### src/design/dma_legalizer_pkg.sv
// --------------------------------------------------------------------------
// Widths, address and length types, side state and request structs
// for the single-word OBI transfer legalizer
// --------------------------------------------------------------------------

package dma_legalizer_pkg;

    // Bus geometry
    localparam int unsigned DataWidth     = 32;
    localparam int unsigned StrbWidth     = DataWidth / 8;
    localparam int unsigned OffsetWidth   = $clog2(StrbWidth);
    localparam int unsigned AddrWidth     = 24;
    localparam int unsigned LenWidth      = 16;
    // Holds 0 up to StrbWidth bytes
    localparam int unsigned BurstLenWidth = OffsetWidth + 1;

    typedef logic [AddrWidth-1:0]     addr_t;
    typedef logic [LenWidth-1:0]      len_t;
    typedef logic [OffsetWidth-1:0]   offset_t;
    typedef logic [BurstLenWidth-1:0] burst_len_t;

    // Incoming 1D transfer
    typedef struct packed {
        len_t  length;
        addr_t src_addr;
        addr_t dst_addr;
        logic  super_last;
    } xfer_req_t;

    // Read side carries nothing beyond its state
    typedef struct packed {
        logic rsvd;
    } read_side_t;

    // Write side keeps the end-of-job marker
    typedef struct packed {
        logic super_last;
    } write_side_t;

    // Remaining part of one side's transfer
    typedef struct packed {
        logic  valid;
        addr_t addr;
        len_t  length;
    } side_state_t;

    // Current single-word burst of one side
    typedef struct packed {
        addr_t      addr;
        offset_t    offset;
        burst_len_t num_bytes;
        logic       done;
    } burst_t;

    // Separate shifter amounts for read and write data paths
    typedef struct packed {
        offset_t read_shift;
        offset_t write_shift;
    } shift_t;

    // OBI address channel, word aligned
    typedef struct packed {
        addr_t                addr;
        logic [StrbWidth-1:0] be;
        logic                 we;
        logic [DataWidth-1:0] wdata;
    } obi_a_chan_t;

    typedef struct packed {
        obi_a_chan_t a_chan;
        offset_t     offset;
        offset_t     tailer;
        offset_t     shift;
        logic        is_single;
    } r_req_t;

    typedef struct packed {
        obi_a_chan_t a_chan;
        offset_t     offset;
        offset_t     tailer;
        offset_t     shift;
        logic        last;
        logic        super_last;
    } w_req_t;

endpackage
### src/design/dma_legalizer.sv
// --------------------------------------------------------------------------
// Top level of the 1D legalizer with decoupled read and write sides
// --------------------------------------------------------------------------

`timescale 1ns/1ps

module dma_legalizer import dma_legalizer_pkg::*; (
    input  logic      clk_i,
    input  logic      rst_n_i,
    // 1D request
    input  xfer_req_t req_i,
    input  logic      valid_i,
    output logic      ready_o,
    // Read requests
    output r_req_t    r_req_o,
    output logic      r_valid_o,
    input  logic      r_ready_i,
    // Write requests
    output w_req_t    w_req_o,
    output logic      w_valid_o,
    input  logic      w_ready_i,
    // Pause emission, drop the active job
    input  logic      flush_i,
    input  logic      kill_i,
    output logic      r_busy_o,
    output logic      w_busy_o
);

    logic        load;
    side_state_t r_init;
    side_state_t w_init;
    write_side_t w_side_new;
    write_side_t w_side;
    shift_t      shift;
    burst_t      r_burst;
    burst_t      w_burst;
    logic        r_advance;
    logic        w_advance;

    // Each side steps on its own ready
    assign r_advance = (r_ready_i & ~flush_i) | kill_i;
    assign w_advance = (w_ready_i & ~flush_i) | kill_i;

    // Valids follow the readies combinationally
    assign r_valid_o = r_busy_o & r_ready_i & ~flush_i;
    assign w_valid_o = w_busy_o & w_ready_i & ~flush_i;

    req_decode i_req_decode (
        .clk_i     ( clk_i          ),
        .rst_n_i   ( rst_n_i        ),
        .req_i     ( req_i          ),
        .valid_i   ( valid_i        ),
        .ready_o   ( ready_o        ),
        .r_done_i  ( r_burst.done   ),
        .w_done_i  ( w_burst.done   ),
        .r_ready_i ( r_ready_i      ),
        .w_ready_i ( w_ready_i      ),
        .flush_i   ( flush_i        ),
        .load_o    ( load           ),
        .r_init_o  ( r_init         ),
        .w_init_o  ( w_init         ),
        .w_side_o  ( w_side_new     ),
        .shift_o   ( shift          )
    );

    burst_splitter #(.side_payload_t(read_side_t)) i_read_splitter (
        .clk_i     ( clk_i     ),
        .rst_n_i   ( rst_n_i   ),
        .load_i    ( load      ),
        .init_i    ( r_init    ),
        .payload_i ( '0        ),
        .advance_i ( r_advance ),
        .kill_i    ( kill_i    ),
        .burst_o   ( r_burst   ),
        .payload_o (           ),
        .busy_o    ( r_busy_o  )
    );

    burst_splitter #(.side_payload_t(write_side_t)) i_write_splitter (
        .clk_i     ( clk_i      ),
        .rst_n_i   ( rst_n_i    ),
        .load_i    ( load       ),
        .init_i    ( w_init     ),
        .payload_i ( w_side_new ),
        .advance_i ( w_advance  ),
        .kill_i    ( kill_i     ),
        .burst_o   ( w_burst    ),
        .payload_o ( w_side     ),
        .busy_o    ( w_busy_o   )
    );

    obi_req_format i_obi_req_format (
        .r_burst_i ( r_burst ),
        .w_burst_i ( w_burst ),
        .shift_i   ( shift   ),
        .w_side_i  ( w_side  ),
        .r_req_o   ( r_req_o ),
        .w_req_o   ( w_req_o )
    );

endmodule

### src/design/obi_req_format.sv
// --------------------------------------------------------------------------
// Read and write OBI request structs with their data-path fields
// --------------------------------------------------------------------------

`timescale 1ns/1ps

module obi_req_format import dma_legalizer_pkg::*; (
    input  burst_t      r_burst_i,
    input  burst_t      w_burst_i,
    input  shift_t      shift_i,
    input  write_side_t w_side_i,
    output r_req_t      r_req_o,
    output w_req_t      w_req_o
);

    // End position of each burst within its word
    burst_len_t r_end;
    burst_len_t w_end;
    logic [StrbWidth-1:0] w_be;

    assign r_end = r_burst_i.num_bytes + burst_len_t'(r_burst_i.offset);
    assign w_end = w_burst_i.num_bytes + burst_len_t'(w_burst_i.offset);

    // Write strobes cover offset up to offset + num_bytes
    always_comb begin
        for (int unsigned i = 0; i < StrbWidth; i++) begin
            w_be[i] = (burst_len_t'(i) >= burst_len_t'(w_burst_i.offset)) &&
                      (burst_len_t'(i) < w_end);
        end
    end

    // ------------------------------------------------------------------------
    // Read request
    // ------------------------------------------------------------------------
    // Whole word is fetched, data path picks the bytes
    assign r_req_o.a_chan = '{
        addr:  {r_burst_i.addr[AddrWidth-1:OffsetWidth], {OffsetWidth{1'b0}}},
        be:    '1,
        we:    1'b0,
        wdata: '0
    };
    assign r_req_o.offset    = r_burst_i.offset;
    // Wraps to 0 for a burst that reaches the word end
    assign r_req_o.tailer    = r_end[OffsetWidth-1:0];
    assign r_req_o.shift     = shift_i.read_shift;
    // Every burst on a single-word bus is one beat
    assign r_req_o.is_single = 1'b1;

    // ------------------------------------------------------------------------
    // Write request
    // ------------------------------------------------------------------------
    assign w_req_o.a_chan = '{
        addr:  {w_burst_i.addr[AddrWidth-1:OffsetWidth], {OffsetWidth{1'b0}}},
        be:    w_be,
        we:    1'b1,
        wdata: '0
    };
    assign w_req_o.offset = w_burst_i.offset;
    assign w_req_o.tailer = w_end[OffsetWidth-1:0];
    assign w_req_o.shift  = shift_i.write_shift;

    // Final burst of this 1D job
    assign w_req_o.last       = w_burst_i.done;
    // Job end flag from the midend
    assign w_req_o.super_last = w_side_i.super_last;

endmodule

### src/design/burst_splitter.sv
// --------------------------------------------------------------------------
// One side's remaining transfer, cut into single-word bursts
// --------------------------------------------------------------------------

`timescale 1ns/1ps

module burst_splitter import dma_legalizer_pkg::*; #(
    // Extra per-side fields held alongside the transfer
    parameter type side_payload_t = read_side_t
) (
    input  logic          clk_i,
    input  logic          rst_n_i,
    // New job from the decoder
    input  logic          load_i,
    input  side_state_t   init_i,
    input  side_payload_t payload_i,
    // Step to the next burst, or drop the job
    input  logic          advance_i,
    input  logic          kill_i,
    // Current burst
    output burst_t        burst_o,
    output side_payload_t payload_o,
    output logic          busy_o
);

    side_state_t   state_q;
    side_state_t   state_d;
    side_payload_t payload_q;

    offset_t    offset;
    burst_len_t to_boundary;
    burst_len_t num_bytes;
    logic       fits;

    // ------------------------------------------------------------------------
    // Word boundary split
    // ------------------------------------------------------------------------
    assign offset      = state_q.addr[OffsetWidth-1:0];
    // Bytes left in the current word, 1 up to StrbWidth
    assign to_boundary = burst_len_t'(StrbWidth) - burst_len_t'(offset);
    // Remainder ends inside this word
    assign fits        = state_q.length <= len_t'(to_boundary);
    assign num_bytes   = fits ? burst_len_t'(state_q.length) : to_boundary;

    always_comb begin
        state_d = state_q;
        if (load_i) begin
            // Load wins over kill
            state_d = init_i;
        end else if (kill_i) begin
            state_d = '0;
        end else if (fits) begin
            // Final burst leaves the side idle
            state_d.valid = 1'b0;
        end else begin
            state_d.length = state_q.length - len_t'(to_boundary);
            state_d.addr   = state_q.addr + addr_t'(to_boundary);
        end
    end

    // ------------------------------------------------------------------------
    // State
    // ------------------------------------------------------------------------
    always_ff @(posedge clk_i) begin
        if (!rst_n_i) begin
            state_q <= '0;
        end else if (load_i || advance_i) begin
            state_q <= state_d;
        end
    end

    // Payload of the active job, taken on load
    always_ff @(posedge clk_i) begin
        if (load_i) begin
            payload_q <= payload_i;
        end
    end

    // Idle and kill both count as done so a new job can load
    assign burst_o = '{
        addr:      state_q.addr,
        offset:    offset,
        num_bytes: num_bytes,
        done:      fits | ~state_q.valid | kill_i
    };

    assign payload_o = payload_q;
    assign busy_o    = state_q.valid;

endmodule

### src/design/req_decode.sv
// --------------------------------------------------------------------------
// Request acceptance, initial side states and shift amounts
// --------------------------------------------------------------------------

`timescale 1ns/1ps

module req_decode import dma_legalizer_pkg::*; (
    input  logic        clk_i,
    input  logic        rst_n_i,
    // Incoming transfer
    input  xfer_req_t   req_i,
    input  logic        valid_i,
    output logic        ready_o,
    // Side status and flow control
    input  logic        r_done_i,
    input  logic        w_done_i,
    input  logic        r_ready_i,
    input  logic        w_ready_i,
    input  logic        flush_i,
    // Splitter load
    output logic        load_o,
    output side_state_t r_init_o,
    output side_state_t w_init_o,
    output write_side_t w_side_o,
    output shift_t      shift_o
);

    offset_t src_off;
    offset_t dst_off;
    shift_t  shift_q;

    assign src_off = req_i.src_addr[OffsetWidth-1:0];
    assign dst_off = req_i.dst_addr[OffsetWidth-1:0];

    // Take a new job only once both sides show their final burst
    assign ready_o = r_done_i & w_done_i & r_ready_i & w_ready_i & ~flush_i;
    assign load_o  = ready_o & valid_i;

    // Source side starts at src_addr
    assign r_init_o = '{valid: 1'b1, addr: req_i.src_addr, length: req_i.length};
    // Destination side starts at dst_addr
    assign w_init_o = '{valid: 1'b1, addr: req_i.dst_addr, length: req_i.length};

    // Write payload, captured by the write splitter on load
    assign w_side_o = '{super_last: req_i.super_last};

    // Shift amounts of the active job
    always_ff @(posedge clk_i) begin
        if (!rst_n_i) begin
            shift_q <= '0;
        end else if (load_o) begin
            // Read data rotates down by the source offset
            shift_q.read_shift  <= src_off;
            // Write data rotates up to the destination offset
            shift_q.write_shift <= offset_t'(-dst_off);
        end
    end

    assign shift_o = shift_q;

endmodule

### config.mk
export PLATFORM = sky130hd
export DESIGN_NAME = dma_legalizer
export DESIGN_NICKNAME = d
export VERILOG_FILES = /design/src/design/dma_legalizer_pkg.sv /design/src/design/dma_legalizer.sv /design/src/design/obi_req_format.sv /design/src/design/burst_splitter.sv /design/src/design/req_decode.sv
export SDC_FILE = /design/constraint.sdc
export NUM_CORES = 1
export LEC_CHECK = 0
export ABC_AREA = 1
export BUFFER_PORTS_ARGS = -buffer_cell sky130_fd_sc_hd__buf_2
export CAP_MARGIN = 20
export CORE_MARGIN = 1
export CORE_UTILIZATION = 25
export CTS_CLUSTER_DIAMETER = 150
export DETAILED_ROUTE_END_ITERATION = 16
export PLACE_DENSITY = 0.53
export SLEW_MARGIN = 30
export SYNTH_ARGS = -nofsm -noshare
export SYNTH_HDL_FRONTEND = slang
export SYNTH_SLANG_ARGS = --single-unit
### constraint.sdc
create_clock -name clk_i -period 10.9 [get_ports clk_i]
set_input_delay 2.18 -clock clk_i [delete_from_list [all_inputs] [get_ports clk_i]]
set_output_delay 2.18 -clock clk_i [all_outputs]
set_load 0.05 [all_outputs]
## After elaboration in Yosys (flattened, before gate mapping)

Cells that the tools add are included.
W data, S select, Z words.

| storage, ports and cells | value |
|---|---|
| register bits after elaboration | 87 |
| output and inout bits | 142 |
| word-level logic and storage cells | 70 |

| operators by class | value |
|---|---|
| add/sub/neg operators | 9 |
| $lt $le $gt $ge | 9 |
| eq/ne operators | 2 |
| multiplexer cells | 10 |
| bitwise logic cells | 20 |
| reduce and logical (&&, ||, !) cells | 11 |

Operators with widths:

| cell | count |
|---|---|
| $mux W41 | 4 |
| $mux W40 | 2 |
| $add A24 B3 Y24 | 2 |
| $le A16 B3 Y1 | 2 |
| $sub A16 B3 Y16 | 2 |
| $and A1 B1 Y1 | 11 |
| $reduce_and A2 Y1 | 4 |
| $lt A1 B3 Y1 const A | 2 |
| $lt A2 B3 Y1 const A | 2 |
| $or A1 B1 Y1 | 6 |
| $reduce_bool A3 Y1 | 2 |
| $sub A3 B2 Y3 const A | 2 |
| $ge A1 B2 Y1 const A | 2 |
| $add A3 B2 Y3 | 1 |
| $logic_and A1 B1 Y1 | 3 |
| $mux W3 | 1 |
| $ne A3 B2 Y1 const B | 1 |
| $ne A3 B3 Y1 const B | 1 |
| $not A1 Y1 | 3 |
| $add A2 B2 Y2 | 1 |
| $ge A2 B2 Y1 const A | 1 |
| $logic_or A1 B1 Y1 | 2 |
| $mux W1 | 2 |
| $mux W2 | 1 |
| $neg A2 Y2 | 1 |

## Longest topological paths before layout

Gate-level depths: netlist of run 1.

| depth | value |
|---|---|
| depth in word-level cells | 11 |
| mapped depth | 18 |
| mapped depth without buffers | 16 |

## By module

From an unflattened synthesis of run 1, not the netlist that was laid out.

| second synthesis, totals | value |
|---|---|
| cells, all modules | 1577 |
| area, all modules | 9210.1 sq um |

Modules (own cells, without submodules):

| module | times used | cells each | area each (sq um) | seq. area each (sq um) |
|---|---|---|---|---|
| burst_splitter | 2 | 645 | 3590.9 | 850.8 |
| obi_req_format | 1 | 160 | 1142.3 | 0.0 |
| req_decode | 1 | 116 | 844.6 | 80.1 |
| dma_legalizer | 1 | 11 | 41.3 | 0.0 |

## Least setup slack after synthesis of run 1

Ideal clock, no wire load.

| path | value |
|---|---|
| kind | reg2out |
| start point | register i_write_splitter.state_q, in the netlist i_write_splitter.burst_o[4] |
| end point | output w_req_o[43] in the netlist's numbering |
| arrival | 3.605 ns |
| required time | 8.720 ns |
| slack | 5.115 ns |
| cell stages (with the launch flop) | 14 |
| cell sequence | dfxtp_1 > inv_1 > ha_1 > fa_1 > o21ai_2 > nand2_1 > nand3_4 > o21ai_0 > ha_1 > fa_1 > inv_1 > o21ai_0 > nand2_1 > inv_1 |

RTL lines:

| element | line | text |
|---|---|---|
| from (decl) | burst_splitter.sv:26 | `side_state_t state_q;` |
| from (signal assigned) | burst_splitter.sv:68 | `state_q <= state_d;` |
| to (decl) | dma_legalizer.sv:19 | `output w_req_t w_req_o,` |

==> qor.csv, run 1 <==
metric;value;unit
total die area;33800;um^2
largest net degree at the start of global routing;85;
CTS H-tree depth;3;
Inserted Diodes;0;
first-pass GRT wire length;41200;um
Root Driver;clkbuf_16;
Yosys top cell area share;20.8;%
R2R depth;14;
area leader, netlist;dfxtp_1;
prevailing post-synth register cell;dfxtp_1;
Die W;184;um
CTS tree;yes;
RSZ-0062 raised after global routing;false;
Ys Warns;0;
layout cell share with drive strength beyond 1;12.4;%
Leakage Power;4.50;nW
crit share post-route;55.6;%
DRT Pass-1 Iters;5;
final period demand of the worst path;6060;ps
dpl hpwl;18700;um
via count;8429;
GRT Total Usage;15.4;%
Synth Area per Inst;5.78;um^2
nets;1565;
Flop pwr share;32.8;%
Congestion Overflow GR;0;
worst clock skew;13.9;ps
clk buf depth;2;
vias per inst;4.39;
Pwr Density;127;nW/um^2
PostCTS Resize Cnt;0;
layout filler cell count;3788;
gpl congestion;0.856;
Core Footprint;32500;um^2
part of the power in the clock network;30.0;%
post-synthesis sequential area ratio;21.2;%
vias in the first global route;7675;
startpoint types;flop;
f_max;165;MHz
Cell variety after synth;32;
Hold Path Class;reg -> reg;
Final Hold Fails;0;
Ports;214;
status;finished, final reports clean;
Syn Inst Count;1432;
Net Sw Frac;43.5;%
later-pin clock latency in the skew report;350;ps
initial antenna violation count;1;
final setup vio count;0;
Synth area leaders;dfxtp_1 (21%), nand2_1 (19%), buf_4 (12%), nor2_1 (10%), inv_1 (7.9%);
Starting Density;25.4;%
Int Power;639;uW
Post-CTS Setup Bufs;0;
setup TNS;0;ps
final core utilization;27.4;%
row cnt;66;
Post-synth EDFFs;1;
Worst Path Required;8720;ps
die height;184;um
Hold Buf Count CTS;0;
ys async rst share;0;%
hold depth;2;
number of DRC markers in iteration 0;561;
cts bufs inserted;9;
Layout area overhead;7.74;%
I/O Buffers;138;
worst slew pin tran;866;ps
max_cap viols;0;
WL final;26000;um
fin. max-slew vios;0;
slew margin rel.;42.2;%
crit path capture type;primary output;
Routed Antenna Nets;0;
NetSw;493;uW
CP arrival;3880;ps
Mapped Area;8280;um^2
clk sinks;87;
Routed WL per cell;13.5;um
CP max FO;11;
VDD IR max;0.0721;mV
FF+latch count, synth;87;
Comb pwr share;37.2;%
critical path class;reg -> out;
# DRC;0;
Worst-path clk slew;80;ps
-- routing by layer --
layer / GRT usage, % / routed length [um]
met5: 0 / 8
met1: 20.1 / 12200
met4: 3.77 / 365
met2: 26.2 / 12000
met3: 2.61 / 1350
-- cells in the mapped netlist (all sizes together), types with 9 or more instances --
cell and n:
nand3 115, o21ai 24, clkbuf 21, nor2 232, ha 16, a21oi 17, xor2 36, dfxtp 86
inv 176, nand4 101, nand2 421, buf 167, nor3 9
-- power groups by stage --
stage / Clock [mW] / Combinational [mW] / Sequential (mW)
6_report: 0.339 / 0.421 / 0.372
5_1_grt: 0.362 / 0.470 / 0.375
4_1_cts: 0.351 / 0.425 / 0.372
3_5_place_dp: 0 / 0.423 / 0.379
3_3_place_gp: 0 / 0.420 / 0.379
2_1_floorplan: 0 / 0.381 / 0.370
-- cell families (layout without fill, tap and decap cells) --
group	after synthesis	in the layout	share of synthesized area, %
buf+inv	364	338	23.1
compound gates	41	41	2.52
fa+ha+maj	19	19	3.14
flops	87	87	21.2
other cells	2	75	0.0907
simple gates	882	882	46.0
xor+xnor	37	37	3.92
-- metrics by stage --
step / setup WS, ps / hold slack [ps] / power, mW / area, um^2 / std cells
after floorplan: 5120 / 538 / 0.751 / 8550 / 1505
after detailed placement: 5210 / 454 / 0.802 / 8610 / 1905
after global routing: 4570 / 479 / 1.21 / 8920 / 1921
after global placement: 5320 / 453 / 0.799 / 8610 / 1905
final: 4840 / 463 / 1.13 / 8920 / 1921
after CTS: 4810 / 466 / 1.15 / 8910 / 1921
-- flip-flops by register name, summed over array words and instances, names as in the netlist --
name and cells:
i_write_splitter.busy_o 1, i_req_decode.shift_o 4, i_write_splitter.state_q 16, i_read_splitter.busy_o 1
i_read_splitter.state_q 16, i_write_splitter.payload_o 1, i_read_splitter.burst_o 24, i_write_splitter.burst_o 24
-- layout by cell type (no fill, tap or decap), types with 6 or more instances in the layout --
cell,count
a21oi_1,17
buf_2,138
buf_4,7
clkbuf_16,9
conb_1,75
dfxtp_1,86
ha_1,16
inv_1,173
nand2_1,416
nand3_1,112
nand4_1,100
nor2_1,225
nor2_2,6
nor3_1,9
o21ai_0,23
xor2_1,36
-- path summary, 6_finish.rpt --
path | start | end | slack [ps]
max | i_write_splitter.burst_o[4] | w_req_o[43] | 4840
min | i_req_decode.shift_o[3] | i_req_decode.shift_o[3] | 460
min reg2reg | i_req_decode.shift_o[3] | i_req_decode.shift_o[3] | 460
max reg2reg | i_write_splitter.burst_o[4] | i_write_splitter.state_q[8] | 6700
-- cell type report --
cell class / count / area [um^2] / share of cell area [%]
multi-input combinational: 1054 / 4890 / 54.8
sequential: 87 / 1750 / 19.6
timing repair buffer: 146 / 754 / 8.46
inverter: 176 / 662 / 7.42
tap: 442 / 553 / 6.20
clock buffer: 10 / 239 / 2.68
clock inverter: 6 / 66.3 / 0.744
-- worst max-delay path, stage by stage, from the launching register on --
cell,delay [ps]
dfxtp_1,570
inv_1,160
ha_1,390
fa_1,460
o21ai_2,270
nand2_1,130
nand3_4,130
o21ai_0,100
ha_1,190
fa_1,370
xor2_1,280
o21ai_0,160
nand2_1,80
inv_1,30
buf_2,200
Power figures use the tool's default switching activity.
==> inputs of run 2 (changes only) <==
==> constraint.sdc (replaced) <==
create_clock -name clk_i -period 5.8 [get_ports clk_i]
set_input_delay 1.16 -clock clk_i [delete_from_list [all_inputs] [get_ports clk_i]]
set_output_delay 1.16 -clock clk_i [all_outputs]
set_load 0.05 [all_outputs]
==> qor.csv, run 2 (synthesis gave the netlist of run 1 again) <==
metric;value;unit;change
vias in the first global route;7724;;+0.64%
status;finished, final reports clean;;
Setup crit start;i_write_splitter.burst_o[4];;
worst clock skew;14.1;ps;+0.205 ps
CP arrival;3840;ps;-40 ps
fin. max-slew vios;0;;unchanged
worst slew pin tran;846;ps;-20.0 ps
WL final;26200;um;+0.64%
NetSw;960;uW;+95%
row cnt;66;;unchanged
via count;8476;;+0.56%
Root Driver;clkbuf_16;;
number of DRC markers in iteration 0;480;;-14%
layout cell share with drive strength beyond 1;12.5;%;+0.13 points
slew margin rel.;43.5;%;+1.3 points
crit path capture type;primary output;;
largest net degree at the start of global routing;104;;+22%
gpl congestion;0.891;;+4.1%
Worst Path Required;4640;ps;-4080 ps
commonest non-fill, non-tap cell in the layout;nand2_1;;
Congestion Overflow GR;0;;unchanged
final setup vio count;0;;unchanged
CTS tree;yes;;
clk sinks;87;;unchanged
placed inst area;8630;um^2;+0.26%
Inserted Diodes;0;;unchanged
Worst-path clk slew;90;ps;about the same
layout filler cell count;3758;;-0.79%
worst flop-to-flop path startpoint;i_write_splitter.burst_o[4];;
Hold Startpoint;i_req_decode.shift_o[3];;
Layout area overhead;7.98;%;
Pwr Density;238;nW/um^2;+87%
Leakage Power;4.50;nW;+0.12%
I/O Buffers;138;;unchanged
clk buf depth;2;;unchanged
crit share post-route;86.2;%;
Routed WL per cell;13.6;um;+0.59%
Core Footprint;32500;um^2;unchanged
PostCTS Resize Cnt;0;;unchanged
Starting Density;25.4;%;unchanged
max_cap viols;0;;unchanged
post-route cell area;8940;um^2;+0.22%
CTS H-tree depth;3;;unchanged
critical path class;reg -> out;;
initial antenna violation count;2;;+1
Net Sw Frac;45.2;%;+1.7 points
later-pin clock latency in the skew report;360;ps;about the same
total die area;33800;um^2;unchanged
Die W;184;um;unchanged
die height;184;um;unchanged
Routed Antenna Nets;0;;unchanged
Final Hold Fails;0;;unchanged
# DRC;0;;unchanged
Hold Path Class;reg -> reg;;
Storage cell area;1750;um^2;unchanged
RSZ-0062 raised after global routing;false;;
multi-input logic area;4890;um^2;about the same
Ports;214;;unchanged
leading cell types in the layout, fill and taps excluded;nand2_1 (415), nor2_1 (225), inv_1 (173), buf_2 (138), nand3_1 (112);;
DRT Pass-1 Iters;4;;-1
CP max FO;11;;unchanged
VDD IR max;0.106;mV;+47%
Hold Buf Count CTS;0;;unchanged
GRT Total Usage;15.6;%;+0.21 points
Flop pwr share;32.9;%;about the same
Comb pwr share;37.4;%;+0.2 points
nets;1566;;+0.064%
final period demand of the worst path;5000;ps;
startpoint types;flop;;
f_max;200;MHz;
vias per inst;4.41;;+0.51%
setup TNS;0;ps;unchanged
Power Total;2.12;mW;+88%
Int Power;1.16;mW;+82%
first-pass GRT wire length;41600;um;+0.80%
part of the power in the clock network;29.7;%;-0.3 points
Post-CTS Setup Bufs;0;;unchanged
cts bufs inserted;9;;unchanged
dpl hpwl;19200;um;+2.7%
run 2: through the flow:
stage          hold WS (ps)  setup WS (ps)  cells  utilization [%]
2_1_floorplan           538           1040   1505                -
3_3_place_gp            453           1250   1906             26.5
3_5_place_dp            457           1180   1906             26.5
4_1_cts                 470            775   1922             27.5
5_1_grt                 494            471   1922             27.5
6_report                465            798   1922             27.5
run 2: layer usage:
metal	track usage (%)	part of all wire, %	up-vias
met4	4.00	1.3	2
li1	-	-	4364
met3	2.60	5.1	26
met1	20.4	47	3865
met2	26.4	47	219
met5	0	0.050	-
run 2: final timing paths:
kind              cells past startpoint  slack, ps                            to
setup / recovery                     14        800                   w_req_o[43]
setup reg to reg                     11       1980  i_write_splitter.burst_o[10]
hold / removal                        2        470       i_req_decode.shift_o[3]
hold reg to reg                       2        470       i_req_decode.shift_o[3]
run 2: critical path, stage by stage, from the launching register on:
cell and delay (ps):
dfxtp_1 560, inv_1 150, ha_1 390, fa_1 460
o21ai_2 260, nand2_1 140, nand3_4 130, o21ai_0 100
ha_1 200, fa_1 380, xor2_1 270, o21ai_0 140
nand2_1 80, inv_1 30, buf_2 200
run 2: final cells by class:
type / count / area share [%]
multi-input cells: 1054 / 54.8
flip-flops and latches: 87 / 19.6
repair buffers: 147 / 8.62
inverters: 176 / 7.41
well taps: 442 / 6.19
clock buffers: 9 / 2.52
clock inverters: 7 / 0.910
run 2: power groups by stage:
stage / sequential, mW / combinational [mW] / clock, mW
after global placement: 0.711 / 0.792 / 0
final: 0.698 / 0.794 / 0.631
after CTS: 0.698 / 0.800 / 0.653
after floorplan: 0.695 / 0.717 / 0
after detailed placement: 0.712 / 0.796 / 0
after global routing: 0.706 / 0.892 / 0.671
==> inputs of run 3 (changes only) <==
--- a/config.mk
+++ b/config.mk
@@ -6,10 +6,13 @@
 export NUM_CORES = 1
 export LEC_CHECK = 0
 export ABC_AREA = 1
+export ABC_CLOCK_PERIOD_IN_PS = 5800
 export BUFFER_PORTS_ARGS = -buffer_cell sky130_fd_sc_hd__buf_2
 export CAP_MARGIN = 20
+export CORE_ASPECT_RATIO = 2
 export CORE_MARGIN = 1
 export CORE_UTILIZATION = 25
+export CTS_BUF_LIST = sky130_fd_sc_hd__clkbuf_8
 export CTS_CLUSTER_DIAMETER = 150
 export DETAILED_ROUTE_END_ITERATION = 16
 export PLACE_DENSITY = 0.53
==> qor.csv, run 3 (synthesis gave the netlist of run 1 again) <==
metric;value;unit;change
Critical-path top delay cell;dfxtp_1;;
nets;1566;;unchanged
CP max FO;11;;unchanged
CP arrival;3980;ps;+140 ps
final core utilization;27.2;%;-0.24 points
number of DRC markers in iteration 0;467;;-2.7%
f_max;194;MHz;-2.8%
total die area;33900;um^2;+0.13%
largest net degree at the start of global routing;86;;-17%
setup TNS;0;ps;unchanged
worst hold endpoint;i_req_decode.shift_o[2];;
CTS tree;yes;;
Hold Startpoint;i_req_decode.shift_o[2];;
VDD IR max;0.105;mV;-0.83%
R2R setup slack;1820;ps;-160 ps
final setup vio count;0;;unchanged
dpl hpwl;21900;um;+14%
Leakage Power;4.45;nW;-1.1%
critical path class;reg -> out;;
startpoint types;flop;;
worst slew pin tran;941;ps;+94.3 ps
initial antenna violation count;1;;-1
Critical Path, Cell by Cell;inv_1 > ha_1 > fa_1 > o21ai_2 > nand2_1 > nand3_4 > o21ai_0 > ha_1 > fa_1 > xor2_1 > o21ai_0 > nand2_1 > inv_1 > buf_2;;
die height;259;um;+41%
slew margin rel.;37.3;%;-6.2 points
WL final;28700;um;+9.7%
later-pin clock latency in the skew report;410;ps;+50 ps
Routed Antenna Nets;0;;unchanged
vias in the first global route;8198;;+6.1%
Layout area overhead;6.41;%;
row cnt;93;;+41%
Hold Path Class;reg -> reg;;
via count;8652;;+2.1%
# DRC;0;;unchanged
vias per inst;4.53;;+2.8%
Die W;131;um;-29%
PostCTS Resize Cnt;0;;unchanged
reg2reg end;i_write_splitter.burst_o[24];;
commonest non-fill, non-tap cell in the layout;nand2_1;;
I/O Buffers;138;;unchanged
GRT Total Usage;17.1;%;+1.5 points
clk buf depth;2;;unchanged
Worst Path Required;4640;ps;about the same
max_cap viols;0;;unchanged
clk sinks;87;;unchanged
crit path capture type;primary output;;
Hold Buf Count CTS;0;;unchanged
Power Total;2.00;mW;-5.6%
hold depth;2;;unchanged
Placed Cells;1891;;-0.79%
worst clock skew;12.3;ps;-1.82 ps
Root Driver;clkbuf_8;;
Core Footprint;32300;um^2;-0.58%
Starting Density;25.6;%;+0.15 points
Final Hold Fails;0;;unchanged
first-pass GRT wire length;43800;um;+5.4%
Hold Worst Slack;473;ps;+7.95 ps
crit share post-route;88.7;%;+2.5 points
Ports;214;;unchanged
RSZ-0062 raised after global routing;false;;
CTS H-tree depth;3;;unchanged
layout cell share with drive strength beyond 1;12.4;%;-0.068 points
leading cell types in the layout, fill and taps excluded;nand2_1 (416), nor2_1 (225), inv_1 (173), buf_2 (138), nand3_1 (112);;
status;finished, final reports clean;;
fin cells;1908;;-0.73%
worst flop-to-flop path startpoint;i_write_splitter.burst_o[4];;
Pwr Density;227;nW/um^2;-4.2%
Routed WL per cell;15.0;um;+10%
final period demand of the worst path;5140;ps;+143 ps
largest stage delay on the critical path;590;ps;+30 ps
gpl congestion;0.905;;+1.5%
Post-CTS Setup Bufs;0;;unchanged
R2R depth;12;;+1
fin. max-slew vios;0;;unchanged
Congestion Overflow GR;0;;unchanged
Worst-path clk slew;100;ps;about the same
DRT Pass-1 Iters;6;;+2
cts bufs inserted;9;;unchanged
-- run 3: metrics by stage --
| stage | setup slack, ps | instance area (um^2) |
|---|---|---|
| 2_1_floorplan | 1040 | 8550 |
| 3_3_place_gp | 1200 | 8590 |
| 3_5_place_dp | 1030 | 8600 |
| 4_1_cts | 574 | 8800 |
| 5_1_grt | 360 | 8810 |
| 6_report | 655 | 8810 |
-- run 3: worst max-delay path: cells and delay by family (launching register included) --
family	cells	cell delay (ps)
fa+ha+maj	4	1460
xor+xnor	1	270
buf+inv	3	410
compound gates	3	500
flops	1	590
simple gates	3	360
-- run 3: cell type report --
class                      count  area, um^2
clock buffer                  11         151
timing repair buffer         147         758
sequential                    87        1750
clock inverter                 5        56.3
tap                          427         534
multi-input combinational   1054        4890
antenna                        1        2.50
fill                        3816       23500
inverter                     176         662
-- run 3: worst max-delay path by stage --
| stage | start | end | slack (ps) | cells past startpoint |
|---|---|---|---|---|
| 2_1_floorplan | i_write_splitter.burst_o[4] | w_req_o[43] | 1040 | 13 |
| 6_report | i_write_splitter.burst_o[4] | w_req_o[43] | 660 | 14 |
| 5_1_grt | i_write_splitter.burst_o[4] | w_req_o[42] | 360 | 14 |
| 3_5_place_dp | i_write_splitter.burst_o[4] | w_req_o[43] | 1030 | 14 |
| 4_1_cts | i_write_splitter.burst_o[4] | w_req_o[43] | 570 | 14 |
| 3_3_place_gp | i_write_splitter.burst_o[4] | w_req_o[43] | 1200 | 14 |
-- run 3: layer usage --
metal / global-route usage [%] / wire [um]
met5: 0 / 0
met4: 12.4 / 1940
met3: 2.54 / 1120
met2: 33.0 / 15700
met1: 15.8 / 9940
-- run 3: where the power goes --
part	internal, mW	switching, mW	leakage, nW
sequential	0.643	0.0562	0.716
combinational	0.210	0.601	3.63
clock	0.222	0.271	0.105
total	1.08	0.928	4.45
